## config.mk

```make
export PLATFORM = sky130hd
export DESIGN_NAME = lsu_ctrl_flat
export DESIGN_NICKNAME = d
export VERILOG_FILES = /design/src/rtl/lsu_pkg.sv /design/src/rtl/lsu_store_if.sv /design/src/rtl/lsu_ctrl.sv /design/src/flat_wrapper.sv
export SDC_FILE = /design/constraint.sdc
export NUM_CORES = 1
export LEC_CHECK = 0
export ABC_AREA = 1
export BUFFER_PORTS_ARGS = -buffer_cell sky130_fd_sc_hd__buf_2
export CORE_MARGIN = 3
export CORE_UTILIZATION = 37
export DETAILED_ROUTE_END_ITERATION = 12
export MAX_ROUTING_LAYER = met4
export PLACE_DENSITY_LB_ADDON = 0.3
export RECOVER_POWER = 25
export SLEW_MARGIN = 20
export SYNTH_ARGS = -nofsm -noshare
export SYNTH_HDL_FRONTEND = slang
export SYNTH_SLANG_ARGS = --single-unit
```

## constraint.sdc

```tcl
create_clock -name clk -period 4.5 [get_ports clk]
set_input_delay 0.675 -clock clk [delete_from_list [all_inputs] [get_ports clk]]
set_output_delay 0.675 -clock clk [all_outputs]
set_load 0.01 [all_outputs]
```

## src/rtl/lsu_pkg.sv

```systemverilog
package lsu_pkg;

    // result array geometry, int8 rows only
    localparam int ROW_NUM  = 16;
    localparam int ROW_BITS = 128;

    // buffer row address and AXI word address
    localparam int SRAM_ADDR_W = 8;
    localparam int AW_ADDR_W   = 10;

    // encoding follows the old store type field, dram is all ones
    typedef enum logic [1:0] {
        STORE_IRAM = 2'b00,
        STORE_WRAM = 2'b01,
        STORE_ORAM = 2'b10,
        STORE_DRAM = 2'b11
    } store_kind_e;

    // one int8 result row, also the shape of write data and write mask
    typedef logic [ROW_BITS-1:0] row_data_t;

    // whole result array as seen from the matrix unit
    typedef row_data_t [ROW_NUM-1:0] row_array_t;

    typedef logic [$clog2(ROW_NUM)-1:0] row_idx_t;
    typedef logic [SRAM_ADDR_W-1:0] sram_addr_t;

    // accepted store instruction, held for the whole store
    typedef struct packed {
        store_kind_e kind;
        logic [30:0] dram_addr;
        logic [7:0]  num;
        logic [2:0]  len;
        logic [2:0]  str;
        logic [3:0]  start_x;
        row_idx_t    start_y;
        // ld_st_addr[11:4]
        sram_addr_t  sram_addr;
    } store_cmd_t;

endpackage

```

## src/rtl/lsu_store_if.sv

```systemverilog
`timescale 1ns/1ps

interface lsu_store_if;
    import lsu_pkg::*;

    // start pulses, one cycle after the accept edge
    logic       sram_start;
    logic       dram_start;
    store_cmd_t cmd;

    // finish strobes, high in the last cycle of a store
    logic       sram_done;
    logic       aw_done;

    modport ctrl (output sram_start, output dram_start, output cmd,
                  input sram_done, input aw_done);

    modport sram_eng (input sram_start, input cmd, output sram_done);

    modport dram_eng (input dram_start, input cmd, output aw_done);

endinterface

```

## src/rtl/lsu_ctrl.sv

```systemverilog
`timescale 1ns/1ps

module lsu_ctrl (
    input  logic                clk,
    input  logic                rst,
    input  logic                instr_vld,
    input  logic                st_iram,
    input  logic                st_wram,
    input  logic                st_oram,
    input  logic                st_dram,
    input  lsu_pkg::store_cmd_t cmd_in,
    output logic                rdy,
    lsu_store_if.ctrl           st
);
    import lsu_pkg::*;

    logic        busy;
    logic        any_st;
    logic        finish;
    logic        accept;
    store_kind_e kind_dec;

    assign any_st = st_iram | st_wram | st_oram | st_dram;
    assign finish = st.sram_done | st.aw_done;

    // reopen in the finish cycle so the next store can go back to back
    assign rdy    = ~busy | finish;
    assign accept = instr_vld & rdy & any_st;

    // iram first, dram last
    assign kind_dec = st_iram ? STORE_IRAM :
                      st_wram ? STORE_WRAM :
                      st_oram ? STORE_ORAM : STORE_DRAM;

    always_ff @(posedge clk) begin
        if (rst) begin
            busy <= 1'b0;
        end else if (accept) begin
            busy <= 1'b1;
        end else if (finish) begin
            busy <= 1'b0;
        end
    end

    // kick the matching engine in the cycle after acceptance
    always_ff @(posedge clk) begin
        if (rst) begin
            st.sram_start <= 1'b0;
            st.dram_start <= 1'b0;
        end else begin
            st.sram_start <= accept & (kind_dec != STORE_DRAM);
            st.dram_start <= accept & (kind_dec == STORE_DRAM);
        end
    end

    // command stays put until the next accept edge
    always_ff @(posedge clk) begin
        if (accept) begin
            st.cmd      <= cmd_in;
            st.cmd.kind <= kind_dec;
        end
    end

endmodule

```

## src/flat_wrapper.sv

```systemverilog
// flat-port wrapper written by rule: the top's interface ports become plain ports
module lsu_ctrl_flat import lsu_pkg::*;
  (clk, rst, instr_vld, st_iram, st_wram, st_oram, st_dram, cmd_in, rdy, st_sram_start, st_dram_start, st_cmd, st_sram_done, st_aw_done);
  lsu_store_if st_i ();
  input  logic clk;
  input  logic rst;
  input  logic instr_vld;
  input  logic st_iram;
  input  logic st_wram;
  input  logic st_oram;
  input  logic st_dram;
  input  lsu_pkg::store_cmd_t cmd_in;
  output logic rdy;
  output wire logic [$bits(st_i.sram_start)-1:0] st_sram_start;
  output wire logic [$bits(st_i.dram_start)-1:0] st_dram_start;
  output wire logic [$bits(st_i.cmd)-1:0] st_cmd;
  input wire logic [$bits(st_i.sram_done)-1:0] st_sram_done;
  input wire logic [$bits(st_i.aw_done)-1:0] st_aw_done;
  assign st_sram_start = st_i.sram_start;
  assign st_dram_start = st_i.dram_start;
  assign st_cmd = st_i.cmd;
  assign st_i.sram_done = st_sram_done;
  assign st_i.aw_done = st_aw_done;
  lsu_ctrl u_core (.clk(clk), .rst(rst), .instr_vld(instr_vld), .st_iram(st_iram), .st_wram(st_wram), .st_oram(st_oram), .st_dram(st_dram), .cmd_in(cmd_in), .rdy(rdy), .st(st_i));
endmodule
```

==> impl_results.md <==
- Worst hold start: cmd_in[36]
- Row count: 26
- Place WS: about 2100 ps
- Core ar.: ~5200 sq um
- Count of input and output buffers: between 100 and 150
- Post-Syn Nets: 155
- Setup violators final: 0
- Chip width: 80.2 microns
- R2r endpoint: u_core.st.cmd[45]
- # hold bufs at CTS: 0
- TritonCTS Buffers: 9
- Worst setup margin: about 2400 ps
- Hold Path Stages: 1
- Final Hold Fails: 0
- Crit Reg-Reg Startpoint: u_core.busy
- PwrDens: ~420 nW/um^2
- # IOs: about 140
- Initial antenna violation count: 0
- Worst Hold End: u_core.st.cmd[36]
- Area of the mapped netlist: between 2000 and 2500 sq um
- Cell variety after synth: 10
- Total Power: 1.27 mW
- CTS tree: built
- Count of warnings emitted by yosys: 0
- Nets@finish: between 300 and 400
- Largest net degree at the start of global routing: 34
- Register-to-Register Path Depth: 4
- Min-delay worst type: input pin to register
- Clk sinks: 66
- Dpl hpwl: approximately 3200 microns
- Crit path capture type: register
- #FFs+latches synth: 66
- Peak supply drop: 0.303 mV
- WHS: 521 ps
- Global-route wire length before repair: just over 6000 microns
- Slew HR: 0.336
- Critical path arrival: 2070 ps
- ANT nets after route: 0
- Setup Fix Bufs, Post-CTS: 0
- Worst Max-Slew Pin Slew: about 990 ps
- Post-synth top area share: 0.929
- H-tree depth: 3
- Syn_area_per_cell: roughly 25 sq um
- GRT Residual Overflow: 0
- Crit Path Max Fanout: 33
- Worst-path clk slew: 70 ps
- First-pass iteration count of the detailed router: 4
- Die span in y: ~80 microns
- Clock tree buffer depth: 2
- Root Buffer: clkbuf_8
- Tmin final: approximately 2100 ps
- # resized after CTS: 0
- Cells after synthesis: 83
- Initial Util: 0.391
- Area Overhead vs Synth: 47.7%
- Reg2Reg Setup Slack: between 2000 and 3000 ps
- Final Skew: ~6.5 ps
- Fin crit share: 0.458
- Register area share after synthesis: 0.959
- Max Slew Vio Count: 0
- Diode count: 0
- Vias: roughly 1,300
- Share of layout cells above drive strength 1: 0.638
- Die ar.: roughly 6400 sq um
- Total global routing track utilization: 0.137
- Post-layout util: 0.578
- # DRC: 0
- Placer Congestion: approximately 0.7
- Clk_lat worst skew: between 300 and 400 ps
- Post-synth top area cell: edfxtp_1
- Routed wire length: 4100 microns
- Unrepaired setup endpoints after global routing: no
- Run status: finished clean
- Post-DR wirelength/cell: between 10 and 15 microns
- Number of global-route vias before repair: about 1,300
- Leakage power total: ~1.3 nW
- Max_cap viols: 0
- DRT iter0 DRCs: 57
- Setup TNS: 0 ps
- CP Launch Type: input pin
- Critical path data required time: ~4500 ps
- Largest cells by area after synthesis: edfxtp_1 (93%), dfxtp_1 (3.0%), nor3_2 (0.98%)
- Fmax: roughly 0.49 GHz
- Number of vias per cell: between 4 and 5
- Crit path kind: input pin to register
## state kept, by name, summed over array words and instances (netlist names)
signal / flops
u_core.busy: 1
u_core.st.cmd: 63
u_core.st.dram_start: 1
u_core.st.sram_start: 1
## synth_stat cells
master	number
a21oi_1	2
dfxtp_1	3
edfxtp_1	63
inv_1	3
nand2_1	3
nand3_1	1
nor2_1	4
nor2_2	1
nor3_1	1
nor3_2	2
## cell usage in the layout (no fill, tap or decap), drive strengths merged
cell type    n
nor2         5
clkinv       4
dfxtp        3
a21oi        2
inv          3
buf        136
nand3        1
clkbuf      11
bufinv       1
nor3         3
edfxtp      63
nand2        3
## cell type report
class	count	area [sq um]
fillers	444	2200
multi-input cells	14	83.8
clock buffers	11	131
clock inverters	5	45.0
inverters	3	11.3
repair buffers	136	696
well taps	70	87.6
flip-flops and latches	66	1950
## critical path, stage by stage
cell	delay (ps)
buf_2	80
nor2_1	30
nand2_1	80
nand2_1	120
a21oi_4	770
buf_12	290
## metrics by stage
step                instance area, sq um  cells
finish                              3010    305
global route                        3010    305
CTS                                 3010    305
detailed placement                  2830    289
global placement                    2830    289
floorplan                           2040     83
## report_power, final
part | leakage [nW] | internal, mW | switching (mW) | total (mW)
sequential | 0.636 | 0.717 | 0.00757 | 0.725
combinational | 0.588 | 0.0476 | 0.0583 | 0.106
clock | 0.0875 | 0.249 | 0.192 | 0.440
## metal layers
metal / up-vias / global-route usage / share of wire
li1: 615 / - / -
met1: 561 / 0.153 / 0.38
met2: 94 / 0.195 / 0.46
met3: 10 / 0.0617 / 0.14
met4: 0 / 0.0963 / 0.030
met5: - / - / 0
## worst max path at each step
stage / startpoint / depth (start not counted) / to
2_1_floorplan: st_aw_done / 4 / u_core.st.cmd[0]
3_3_place_gp: st_sram_done / 6 / u_core.st.cmd[14]
3_5_place_dp: st_aw_done / 6 / u_core.st.cmd[54]
4_1_cts: st_aw_done / 6 / u_core.st.cmd[45]
5_1_grt: st_aw_done / 6 / u_core.st.cmd[55]
6_report: st_sram_done / 6 / u_core.st.cmd[45]
## cell families after synthesis
| logic type | after synthesis | share of synthesized area |
|---|---|---|
| AO/OA/AOI/OAI | 2 | 0.00492 |
| buffers and inverters | 3 | 0.00553 |
| flip-flops | 66 | 0.959 |
| AND/OR/NAND/NOR | 12 | 0.0307 |
Note: power is estimated with default switching activity, not from simulation.
