<file path="src/rtl/lsu_pkg.sv">
package lsu_pkg;

    // result array geometry, int8 rows only
    localparam int ROW_NUM  = 16;
    localparam int ROW_BITS = 128;

    // buffer row address and AXI word address
    localparam int SRAM_ADDR_W = 8;
    localparam int AW_ADDR_W   = 10;

    // encoding follows the old store type field, dram is all ones
    typedef enum logic [1:0] {
        STORE_IRAM = 2'b00,
        STORE_WRAM = 2'b01,
        STORE_ORAM = 2'b10,
        STORE_DRAM = 2'b11
    } store_kind_e;

    // one int8 result row, also the shape of write data and write mask
    typedef logic [ROW_BITS-1:0] row_data_t;

    // whole result array as seen from the matrix unit
    typedef row_data_t [ROW_NUM-1:0] row_array_t;

    typedef logic [$clog2(ROW_NUM)-1:0] row_idx_t;
    typedef logic [SRAM_ADDR_W-1:0] sram_addr_t;

    // accepted store instruction, held for the whole store
    typedef struct packed {
        store_kind_e kind;
        logic [30:0] dram_addr;
        logic [7:0]  num;
        logic [2:0]  len;
        logic [2:0]  str;
        logic [3:0]  start_x;
        row_idx_t    start_y;
        // ld_st_addr[11:4]
        sram_addr_t  sram_addr;
    } store_cmd_t;

endpackage

</file>
<file path="src/rtl/lsu_store_if.sv">
`timescale 1ns/1ps

interface lsu_store_if;
    import lsu_pkg::*;

    // start pulses, one cycle after the accept edge
    logic       sram_start;
    logic       dram_start;
    store_cmd_t cmd;

    // finish strobes, high in the last cycle of a store
    logic       sram_done;
    logic       aw_done;

    modport ctrl (output sram_start, output dram_start, output cmd,
                  input sram_done, input aw_done);

    modport sram_eng (input sram_start, input cmd, output sram_done);

    modport dram_eng (input dram_start, input cmd, output aw_done);

endinterface

</file>
<file path="src/rtl/lsu_aw_issue.sv">
`timescale 1ns/1ps

module lsu_aw_issue (
    input  logic                         clk,
    input  logic                         rst,
    input  logic                         awrdy,
    lsu_store_if.dram_eng                st,
    output logic                         awvld,
    output logic [lsu_pkg::AW_ADDR_W-1:0] awaddr,
    output logic [7:0]                   awlen,
    output logic [2:0]                   awsize,
    output logic [2:0]                   awstr,
    output logic [4:0]                   awnum
);
    import lsu_pkg::*;

    logic                 pending;
    logic [AW_ADDR_W-1:0] addr_q;
    logic [7:0]           len_q;
    logic [2:0]           size_q;
    logic [2:0]           str_q;
    logic [4:0]           num_q;
    logic [4:0]           num_raw;

    // 16 words per row, fewer as the element size grows
    assign num_raw = 5'b10000 >> st.cmd.len;

    // request stays up under back-pressure
    always_ff @(posedge clk) begin
        if (rst) begin
            pending <= 1'b0;
        end else begin
            pending <= (st.dram_start | pending) & ~awrdy;
        end
    end

    // captured once, held through every stall cycle
    always_ff @(posedge clk) begin
        if (st.dram_start) begin
            addr_q <= st.cmd.dram_addr[13:4];
            len_q  <= st.cmd.num;
            size_q <= st.cmd.len;
            str_q  <= st.cmd.str;
            num_q  <= num_raw;
        end
    end

    assign awvld      = st.dram_start | pending;
    assign st.aw_done = awvld & awrdy;

    // start cycle reads the command directly, later cycles the registers
    assign awaddr = st.dram_start ? st.cmd.dram_addr[13:4] : addr_q;
    assign awlen  = st.dram_start ? st.cmd.num : len_q;
    assign awsize = st.dram_start ? st.cmd.len : size_q;
    assign awstr  = st.dram_start ? st.cmd.str : str_q;
    assign awnum  = st.dram_start ? num_raw : num_q;

endmodule

</file>
<file path="src/flat_wrapper.sv">
// flat-port wrapper written by rule: the top's interface ports become plain ports
module lsu_aw_issue_flat import lsu_pkg::*;
  (clk, rst, awrdy, awvld, awaddr, awlen, awsize, awstr, awnum, st_dram_start, st_cmd, st_aw_done);
  lsu_store_if st_i ();
  input  logic clk;
  input  logic rst;
  input  logic awrdy;
  output logic awvld;
  output logic [lsu_pkg::AW_ADDR_W-1:0] awaddr;
  output logic [7:0] awlen;
  output logic [2:0] awsize;
  output logic [2:0] awstr;
  output logic [4:0] awnum;
  input wire logic [$bits(st_i.dram_start)-1:0] st_dram_start;
  input wire logic [$bits(st_i.cmd)-1:0] st_cmd;
  output wire logic [$bits(st_i.aw_done)-1:0] st_aw_done;
  assign st_i.dram_start = st_dram_start;
  assign st_i.cmd = st_cmd;
  assign st_aw_done = st_i.aw_done;
  lsu_aw_issue u_core (.clk(clk), .rst(rst), .awrdy(awrdy), .st(st_i), .awvld(awvld), .awaddr(awaddr), .awlen(awlen), .awsize(awsize), .awstr(awstr), .awnum(awnum));
endmodule
</file>
<file path="config.mk">
export PLATFORM = sky130hd
export DESIGN_NAME = lsu_aw_issue_flat
export DESIGN_NICKNAME = d
export VERILOG_FILES = /design/src/rtl/lsu_pkg.sv /design/src/rtl/lsu_store_if.sv /design/src/rtl/lsu_aw_issue.sv /design/src/flat_wrapper.sv
export SDC_FILE = /design/constraint.sdc
export NUM_CORES = 1
export LEC_CHECK = 0
export BUFFER_PORTS_ARGS = -buffer_cell sky130_fd_sc_hd__buf_2
export CORE_MARGIN = 2
export CORE_UTILIZATION = 28
export CTS_CLUSTER_DIAMETER = 150
export DETAILED_ROUTE_END_ITERATION = 6
export GPL_TIMING_DRIVEN = 0
export PLACE_DENSITY = 0.75
export SYNTH_ARGS = -nofsm -noshare
export SYNTH_HDL_FRONTEND = slang
export SYNTH_SLANG_ARGS = --single-unit
</file>
<file path="constraint.sdc">
create_clock -name clk -period 1.08 [get_ports clk]
set_clock_uncertainty 0.2 [all_clocks]
set_input_delay 0.216 -clock clk [delete_from_list [all_inputs] [get_ports clk]]
set_output_delay 0.216 -clock clk [all_outputs]
set_load 0.005 [all_outputs]
</file>
==> flow_metrics.tcl <==
set metrics [dict create \
    antenna_found_initial 0 \
    crit_type "register to primary output" \
    port_buffers 58 \
    cts_root_buf "clkbuf_4" \
    r2r-start "u_core.str_q[1]" \
    synth.top_cell.area_share 0.600 \
    drv_slew 0 \
    yosysTopAreaCell "dfxtp_1" \
    ys_warn_count 0 \
    yosysSeqAreaShare 0.600 \
    grt-ovfl-total 0 \
    io_pins 98 \
    drt_iter0_markers 6 \
    stdcell_count 195 \
    p_per_area_nw_per_um2 1640 \
    htree_levels 2 \
    hp-start "st_cmd[41]" \
    finalCriticalPeriod_ns 1.56 \
    worstPathArrival_ns 1.14 \
    start_util 0.295 \
    synth-seq-cells 30 \
    cp_data_required_time_ns 0.66 \
    hold_path_class "input pin to register" \
    crit_start "u_core.pending" \
    crit_path_start_kind "register" \
    routed_wl_mm 2.66 \
    viasPerCell 4.41 \
    core-area_um2 3390 \
    synth_cell_type_count 13 \
    rows 21 \
    irDropWorstVdd_mv 1.04 \
    grt_usage 0.128 \
    grt_pass1_vias 880 \
    slew_headroom 0.851 \
    die_area_um2 4070 \
    synth_most_common_cell "dfxtp_1" \
    cts_made_buffers 5 \
    grt_max_degree 11 \
    synth_flop_cell "dfxtp_1" \
    cp_max_fo 3 \
    synth_edf_count 0 \
    p_leak_nw 0.877 \
    die_h_um 63.8 \
    syn_area_per_cell_um2 13.5 \
    outcome "finished, violations left" \
    fp.dieW_um 63.8 \
    critPathCaptureType "primary output" \
    hold_ws_ns -0.0807 \
    drt_first_pass_iters 2 \
    clockBufferDepth 2 \
    area_growth_pct 82.6 \
    synthCells 74 \
    syn_nets 141 \
    clk_latency_ns 0.32 \
    setup-violations-final 31 \
    drive_gt1_frac 0.805 \
    cts_tree "yes" \
    rsz0062_at_grt "yes" \
    gp_congestion 0.747 \
    min_period_over_period 1.44 \
    worst_slack_ns -0.479 \
    cts.sinks 30 \
    layout.nets 215 \
    violations "negative hold slack, negative setup slack" \
    grt_pass1_wl_mm 3.85 \
    dp.cells 178 \
    synthArstFlopShare 0 \
    drv_cap 0 \
    clk_pin_slew_ns 0.10 \
    post_drt_wl_per_cell_um 13.6 \
    drcViolationCount 0 \
    synth_area_leaders "dfxtp_1, mux2_2, buf_4" \
    synth_common_cells "dfxtp_1, mux2_2, inv_1" \
    final_core_util 0.539 \
    antenna_left 0 \
    antenna_cells 0 \
    vias 859 \
    synthesis.area_um2 1000 \
    fmax_ghz 0.641 \
    hold_buffers 2 \
    worstMarginPinSlew_ns 0.224 \
    final-hold-violation-count 20 \
]
==> routing by layer <==
| metal | GRT usage | wire length (um) | part of all wire |
|---|---|---|---|
| met3 | 0.0458 | 155 | 0.058 |
| met5 | 0 | 0 | 0 |
| met1 | 0.120 | 949 | 0.36 |
| met4 | 0.103 | 94 | 0.035 |
| met2 | 0.223 | 1460 | 0.55 |
==> stage by stage <==
step / hold WS (ns) / total power [mW] / setup TNS (ns) / cell area [um2] / worst slack [ns]
2_1_floorplan: 0.0911 / 1.45 / -0.244 / 1030 / -0.0124
3_3_place_gp: 0.176 / 1.61 / -12.49 / 1380 / -0.359
3_5_place_dp: 0.185 / 1.63 / -13.62 / 1380 / -0.376
4_1_cts: -0.100 / 2.96 / -11.67 / 1720 / -0.490
5_1_grt: -0.0990 / 3.15 / -12.83 / 1830 / -0.547
6_report: -0.0807 / 3.01 / -11.21 / 1830 / -0.479
==> sequential cells by signal (all words and copies together) (netlist names) <==
| signal | cells |
|---|---|
| u_core.addr_q | 10 |
| u_core.pending | 1 |
| u_core.len_q | 8 |
| u_core.num_q | 5 |
| u_core.size_q | 3 |
| u_core.str_q | 3 |
==> worst paths after layout <==
check                     endpoint  slack, ns  cells past startpoint
setup / recovery        st_aw_done      -0.48                      3
setup reg to reg   u_core.str_q[1]       0.06                      2
hold reg to reg    u_core.num_q[2]       0.27                      2
hold / removal    u_core.addr_q[7]      -0.08                      2
==> critical path, stage by stage (launching register included) <==
cell,delay (ns)
dfxtp_2,0.33
or2_4,0.24
and2_4,0.14
buf_6,0.10
==> layout by cell type, fill, tap and decap left out <==
| cell type | synthesis | routed |
|---|---|---|
| inv_1 | 5 | 1 |
| dfxtp_1 | 30 | 22 |
| mux2_2 | 24 | 7 |
| nand2_2 | 1 | 1 |
| bufbuf_16 | 0 | 1 |
| dlygate4sd3_1 | 0 | 2 |
| o21ai_2 | 0 | 1 |
| buf_8 | 0 | 3 |
| buf_6 | 0 | 20 |
| and2_4 | 0 | 1 |
| clkbuf_8 | 0 | 1 |
| o22ai_2 | 0 | 2 |
| o32ai_4 | 0 | 2 |
| or2_4 | 0 | 1 |
| nor3b_1 | 2 | 2 |
| dfxtp_2 | 0 | 8 |
| inv_2 | 0 | 4 |
| clkbuf_4 | 0 | 5 |
| buf_4 | 3 | 5 |
| mux2_4 | 0 | 17 |
| bufinv_16 | 0 | 2 |
| buf_2 | 0 | 39 |
| nand2b_1 | 2 | 2 |
==> logic make-up after synthesis <==
| logic type | count (synthesis) | synth area share |
|---|---|---|
| flops | 30 | 0.600 |
| buf+inv | 8 | 0.0413 |
| mux | 24 | 0.270 |
| compound gates | 5 | 0.0425 |
| simple gates | 7 | 0.0463 |
==> final cells by class <==
| class | instances | area [um2] |
|---|---|---|
| Buffer | 3 | 41.3 |
| Clock buffer | 6 | 51.3 |
| Clock inverter | 2 | 60.1 |
| Fill cell | 291 | 1560 |
| Inverter | 5 | 18.8 |
| Multi-Input combinational cell | 36 | 474 |
| Sequential cell | 30 | 611 |
| Tap cell | 46 | 57.6 |
| Timing Repair Buffer | 67 | 514 |
==> repair_timing <==
| item | CTS | global route |
|---|---|---|
| setup endpoints to repair | 31 | 31 |
| buffers inserted | 3 | 3 |
| pin swaps | 2 | 2 |
| gates cloned | 1 | 0 |
| endpoints found under the hold margin | 24 | 20 |
| resized for setup | 34 | 24 |
==> where the power goes <==
part / total (mW) / leakage, nW / switching (mW) / internal (mW)
clock network: 1.18 / 0.0585 / 0.395 / 0.784
registers: 1.25 / 0.253 / 0.0306 / 1.22
logic: 0.579 / 0.565 / 0.199 / 0.379
total: 3.01 / 0.877 / 0.625 / 2.38
Note: power is estimated with default switching activity, not from simulation.
